[src/rtl/mm_params.svh]
`ifndef MM_PARAMS_SVH
`define MM_PARAMS_SVH

// matrix dimension
// also the number of outer-product steps in matrix mode
`define MM_N 4

// width of one input element
`define MM_W 16

// width of one unsigned product
`define MM_PROD_W (2 * `MM_W)

// accumulator width
// a sum of MM_N full products never overflows this
`define MM_ACC_W (`MM_PROD_W + $clog2(`MM_N))

// step counter width, covers 0 to MM_N-1
`define MM_CNT_W ($clog2(`MM_N))

`endif

[src/rtl/mm_pkg.sv]
`include "mm_params.svh"

package mm_pkg;

	// one input element
	typedef logic [`MM_W-1:0] elem_t;

	// one product of two elements
	typedef logic [`MM_PROD_W-1:0] prod_t;

	// one result cell
	typedef logic [`MM_ACC_W-1:0] acc_t;

	// matrices are indexed [row][col]
	typedef elem_t [`MM_N-1:0][`MM_N-1:0] elem_mat_t;
	typedef prod_t [`MM_N-1:0][`MM_N-1:0] prod_mat_t;
	typedef acc_t [`MM_N-1:0][`MM_N-1:0] acc_mat_t;

	// operating mode, driven as a level
	typedef enum logic {
		MODE_ELEM = 1'b0, // cell-by-cell products
		MODE_MAT = 1'b1 // full A times B over MM_N steps
	} mode_t;

endpackage

[src/rtl/operand_sched.sv]
`timescale 1ns/1ns
`include "mm_params.svh"

module operand_sched import mm_pkg::*; (
	input logic i,
	input logic arst_n,
	input logic en,
	input mode_t mat_mode,
	input elem_mat_t a,
	input elem_mat_t b,
	output elem_mat_t op_a,
	output elem_mat_t op_b,
	output logic op_valid,
	output logic op_first,
	output logic op_last
);

	localparam int CNT_W = `MM_CNT_W;
	localparam int LAST_STEP = `MM_N - 1;

	logic [CNT_W-1:0] step; // current outer-product step
	logic step_first;
	logic step_last;
	elem_mat_t bcast_a; // column step of a along each row
	elem_mat_t bcast_b; // row step of b down each column
	elem_mat_t nxt_a;
	elem_mat_t nxt_b;
	logic nxt_first;
	logic nxt_last;

	assign step_first = (step == '0);
	assign step_last = (step == CNT_W'(LAST_STEP));

	// step counter, only moves in matrix mode
	always_ff @(posedge i or negedge arst_n) begin
		if (!arst_n) begin
			step <= '0;
		end else if (mat_mode == MODE_ELEM) begin
			step <= '0; // abandons any partial sequence
		end else if (en) begin
			if (step_last) begin
				step <= '0;
			end else begin
				step <= step + 1'b1;
			end
		end
	end

	// broadcast of the current column of a and row of b
	always_comb begin
		for (int r = 0; r < `MM_N; r++) begin
			for (int c = 0; c < `MM_N; c++) begin
				bcast_a[r][c] = a[r][step];
				bcast_b[r][c] = b[step][c];
			end
		end
	end

	// select operands and tags for this cycle
	always_comb begin
		if (mat_mode == MODE_MAT) begin
			nxt_a = bcast_a;
			nxt_b = bcast_b;
			nxt_first = step_first;
			nxt_last = step_last;
		end else begin
			nxt_a = a; // pass-through
			nxt_b = b;
			nxt_first = 1'b1; // every item is a whole result
			nxt_last = 1'b1;
		end
	end

	// operand registers, loaded only when an item enters
	always_ff @(posedge i) begin
		if (en) begin
			op_a <= nxt_a;
			op_b <= nxt_b;
		end
	end

	always_ff @(posedge i or negedge arst_n) begin
		if (!arst_n) begin
			op_valid <= 1'b0;
			op_first <= 1'b0;
			op_last <= 1'b0;
		end else begin
			op_valid <= en;
			op_first <= nxt_first;
			op_last <= nxt_last;
		end
	end

endmodule

[config.mk]
export PLATFORM = sky130hd
export DESIGN_NAME = operand_sched
export DESIGN_NICKNAME = d
export VERILOG_FILES = /design/src/rtl/mm_pkg.sv /design/src/rtl/operand_sched.sv
export VERILOG_INCLUDE_DIRS = /design/src /design/src/rtl
export SDC_FILE = /design/constraint.sdc
export NUM_CORES = 1
export LEC_CHECK = 0
export BUFFER_PORTS_ARGS = -buffer_cell sky130_fd_sc_hd__clkbuf_2
export CORE_AREA = 2 2 396 398
export DETAILED_ROUTE_END_ITERATION = 10
export DIE_AREA = 0 0 398 400
export GPL_TIMING_DRIVEN = 0
export MAX_ROUTING_LAYER = met4
export PLACE_DENSITY = 0.4
export SLEW_MARGIN = 15
export SYNTH_ARGS = -nofsm -noshare
export SYNTH_HDL_FRONTEND = slang
export SYNTH_SLANG_ARGS = --single-unit
export TNS_END_PERCENT = 100
[constraint.sdc]
create_clock -name i -period 1.7 [get_ports i]
set_clock_uncertainty 0.1 [all_clocks]
set_input_delay 0 -clock i [delete_from_list [all_inputs] [get_ports i]]
set_output_delay 0 -clock i [all_outputs]
set_load 0.01 [all_outputs]
Word level (Yosys, flattened, before mapping)
Cells that the tools add are included.
Storage, ports and cells
  input port bits: 516
  output and inout bits: 515
  flip-flop bits (word level): 517
  logic and storage cells: 58
Cells by class
  reduce and logical (&&, ||, !) cells: 1
  eq/ne operators: 2
  order comparisons: 1
  add/subtract/negate cells: 1
  mux-type cells: 17
Operator list (count)
  $mux 256: 2
  $bmux 16 s2: 4
  $bmux 64 s2: 1
  $mux 16: 4
  $mux 64: 1
  $mux 2: 3
  $lt 2x3->1 const B: 1
  $add 2x1->2 const B: 1
  $eq 2x2->1 const B: 1
  $logic_not 2->1: 1
  $mux 1: 2
  $ne 2x2->1 const B: 1

Longest topological paths before layout
  depth after elaboration: 4
  mapped depth: 7
  depth with buffers taken out: 4

Worst setup path before layout
Ideal clock, no wire load.
  path kind: flip-flop to flip-flop
  from: register step[1]
  to: register op_b[100] (netlist name), data pin
  slack: 0.087 ns
  arrival: 1.236 ns
  library setup time: 0.276 ns
  data required time: 1.324 ns
  cell stages (with the launch flop): 6
  path buffers: 3
  clock period less this slack: 1.613 ns
  path through: dfrtp_1 buf_6 buf_6 buf_4 mux2i_1 o221ai_1
RTL lines
  start, declared: line operand_sched.sv:21  | logic [CNT_W-1:0] step;
  start signal, assigned: line operand_sched.sv:44  | step <= step + 1'b1;
  end signal, assigned: line operand_sched.sv:78  | op_b <= nxt_b;
  end, declared: line operand_sched.sv:12  | output elem_mat_t op_b,

==> reports/qor.txt <==
Violations in the final reports = hold timing, setup timing
WS Path Type = reg2reg
Max_slew headroom = 0.281
Overall fraction of global-route tracks in use = 0.211
Fin worst setup slack = -0.402 ns
Hold buffer count at CTS = 527
Critical path capture point type = flop
Number of DRC violations after detailed-routing iteration 0 = 1888
Combined area of all synthesized cells = 26900 um2
Antenna violations before repair = 33
Number of global-route vias before repair = 27300
Synthesized area divided by synthesized cell count = 13.4 um2
Final core utilization = 0.301
Standby leakage power = 17.3 nW
Data arrival time at the worst-slack endpoint = 2.37 ns
Actual transition at the worst max-transition pin = 1.08 ns
Classification of the worst-slack hold path = in2reg
Minimum hold slack = -0.101 ns
Pin count of the biggest net entering global routing = 83
Signed area change from the synthesized netlist to the final layout = 73.9%
Filler cell count in the final layout = 16000
Height of the die = 400 um
Worst Path Required = 1.97 ns
Net count after synthesis = 2528
Aggregate routed wire length = 173000 um
Clock root buffer master = sky130_fd_sc_hd__clkbuf_16
Register area share after synthesis = 0.577
Worst setup timing slack at the placement stage = -1.31 ns
Net count reported at finish = 4187
First-pass iteration count of the detailed router = 5
Cell row count = 145
Number of clock sinks seen by CTS = 517
Final Hold Vio Count = 42
Post-detailed-route wirelength per cell = 29.8 um
Max-Cap Viols = 0
I/O pin count = 1031
Final cell count without fillers = 5805
Post-detailed-route count of antenna-violating nets = 0
Per-cell via count in the routed design = 4.65
Max-slew violations = 0
Yosys Warn Count = 0
Wire length of the first global-routing pass = 227000 um
Drc violations = 0
HPWL after DPL = 130000 um
Maximum clock frequency = 0.476 GHz
# H-tree levels = 3
Placeable core region = 155000 um2
Worst IR Drop VDD = 0.647 mV
Result of the run = finished with violations
Number of register bits inferred by synthesis = 517
Layout cells sized above 1 = 0.437
Number of input and output port buffers inserted = 1030
Finish-stage setup viols = 637
Clk_lat worst skew = 0.68 ns
Period Utilization, post-route = 1.24
Via count = 27000
Die width = 398 um
DIE AREA = 159000 um2
Power per cell area = 896 nW/um2
Clk buf depth = 3
Count of mapped cells out of synthesis = 2010
Startpoint class of the critical path = flop
Dpl cells = 5104
Total global routing overflow = 0
CTS tree = built
Routability congestion estimate = 0.889
Unrepaired setup endpoints after global routing = yes
Max Fanout on Critical Path = 10
Time the worst path needs with I/O delays and setup = 2.10 ns
Number of buffers added by the clock tree synthesis step = 72
Initial Util = 0.173
Number of different library cells in the post-synthesis netlist = 15
Clock edge transition at the registers on the reported setup and hold paths = 0.06 ns
==> final timing paths <==
path | cells after the start | startpoint | endpoint | slack [ns]
hold reg to reg | 2 | step[0] | step[0] | 0.54
min in group asynchronous | 3 | arst_n | step[1] | 0.28
setup / recovery | 5 | step[1] | op_a[228] | -0.40
hold / removal | 1 | en | op_a[1] | -0.10
max in group asynchronous | 3 | arst_n | step[0] | 0.99
setup reg to reg | 5 | step[1] | op_a[228] | -0.40
==> critical path, cell delays in order (launching register included) <==
cell and delay, ns:
sky130_fd_sc_hd__dfrtp_1 0.39, sky130_fd_sc_hd__buf_12 0.22, sky130_fd_sc_hd__buf_16 0.22, sky130_fd_sc_hd__buf_12 0.22, sky130_fd_sc_hd__mux2i_2 0.32, sky130_fd_sc_hd__o221ai_1 0.25
==> per-stage QoR <==
| step | area [um2] | total power, mW | TNS, ns |
|---|---|---|---|
| floorplan | 26900 | 19.4 | 0 |
| global placement | 34600 | 24.2 | -5470.22 |
| detailed placement | 34800 | 23.9 | -564.56 |
| CTS | 44800 | 41.6 | -169.82 |
| global route | 46700 | 43.3 | -203.67 |
| finish | 46700 | 41.9 | -156.95 |
==> final cells by class <==
class / instances / area [um2] / share of cell area
multi-input combinational: 1291 / 13500 / 0.289
inverter: 3 / 11.3 / 0.000241
buffer: 199 / 1770 / 0.0380
timing repair buffer: 1585 / 11000 / 0.236
sequential: 517 / 15500 / 0.332
tap: 2058 / 2570 / 0.0551
clock inverter: 33 / 363 / 0.00776
antenna: 25 / 62.6 / 0.00134
clock buffer: 94 / 1950 / 0.0416
==> registers in the layout, indices dropped and copies added, names as in the netlist <==
name and flops:
op_a 256, op_b 256, step 2, op_last 1, op_valid 1, op_first 1
==> cells in the final DEF (no fill, tap or decap), types with 3 or more instances in the layout <==
| cell type | netlist | final |
|---|---|---|
| sky130_fd_sc_hd__dfrtp_1 | 5 | 4 |
| sky130_fd_sc_hd__clkbuf_4 | 0 | 18 |
| sky130_fd_sc_hd__edfxtp_1 | 512 | 512 |
| sky130_fd_sc_hd__mux2i_1 | 257 | 31 |
| sky130_fd_sc_hd__buf_12 | 0 | 12 |
| sky130_fd_sc_hd__buf_4 | 16 | 70 |
| sky130_fd_sc_hd__buf_2 | 93 | 15 |
| sky130_fd_sc_hd__mux2i_2 | 0 | 49 |
| sky130_fd_sc_hd__clkbuf_8 | 0 | 7 |
| sky130_fd_sc_hd__clkbuf_1 | 76 | 67 |
| sky130_fd_sc_hd__diode_2 | 0 | 25 |
| sky130_fd_sc_hd__o221ai_4 | 0 | 15 |
| sky130_fd_sc_hd__o221ai_2 | 0 | 78 |
| sky130_fd_sc_hd__mux2i_4 | 0 | 177 |
| sky130_fd_sc_hd__buf_8 | 0 | 3 |
| sky130_fd_sc_hd__bufinv_16 | 0 | 4 |
| sky130_fd_sc_hd__buf_16 | 0 | 26 |
| sky130_fd_sc_hd__buf_6 | 14 | 14 |
| sky130_fd_sc_hd__o221ai_1 | 512 | 419 |
| sky130_fd_sc_hd__clkinv_16 | 0 | 3 |
| sky130_fd_sc_hd__clkinv_1 | 0 | 11 |
| sky130_fd_sc_hd__clkbuf_2 | 0 | 1038 |
| sky130_fd_sc_hd__nand2b_1 | 516 | 516 |
| sky130_fd_sc_hd__dlygate4sd3_1 | 0 | 527 |
| sky130_fd_sc_hd__inv_1 | 3 | 3 |
| sky130_fd_sc_hd__clkinv_2 | 0 | 9 |
| sky130_fd_sc_hd__clkbuf_16 | 0 | 81 |
==> cells in the mapped netlist (all sizes together) <==
cell    count  area share
dfrtp       5      0.0047
clkbuf     76       0.011
or3b        1     0.00033
nand2b    516        0.12
edfxtp    512        0.57
buf       123       0.028
inv         3     0.00042
mux2i     257       0.096
o221ai    512        0.17
nand2       1     0.00042
a21oi       1     0.00019
ha          2     0.00093
nor2        1     0.00014
==> power by group <==
group	internal (mW)	switching [mW]
clock network	8.74	6.61
registers	15.5	0.389
logic	4.51	6.19
==> cell families after synthesis <==
family          synth area share
buf+inv                   0.0387
mux                       0.0957
flops                      0.577
fa+ha+maj               0.000931
simple gates               0.121
compound gates             0.167
==> layer usage <==
layer	wire length [um]	track usage	up-vias
met5	0	-	-
met4	5660	0.0695	0
met3	11900	0.0429	234
met2	85300	0.352	1286
met1	69900	0.253	13800
li1	-	-	11700
==> timing repair <==
item | in CTS | in global routing
endpoints found under the setup margin | 594 | 649
cloned | 3 | 8
endpoints found under the hold margin | 595 | 76
pin swaps | 4 | 55
buffers inserted | 1 | 10
resized for setup | 508 | 227
(Power assumes the default switching activity.)
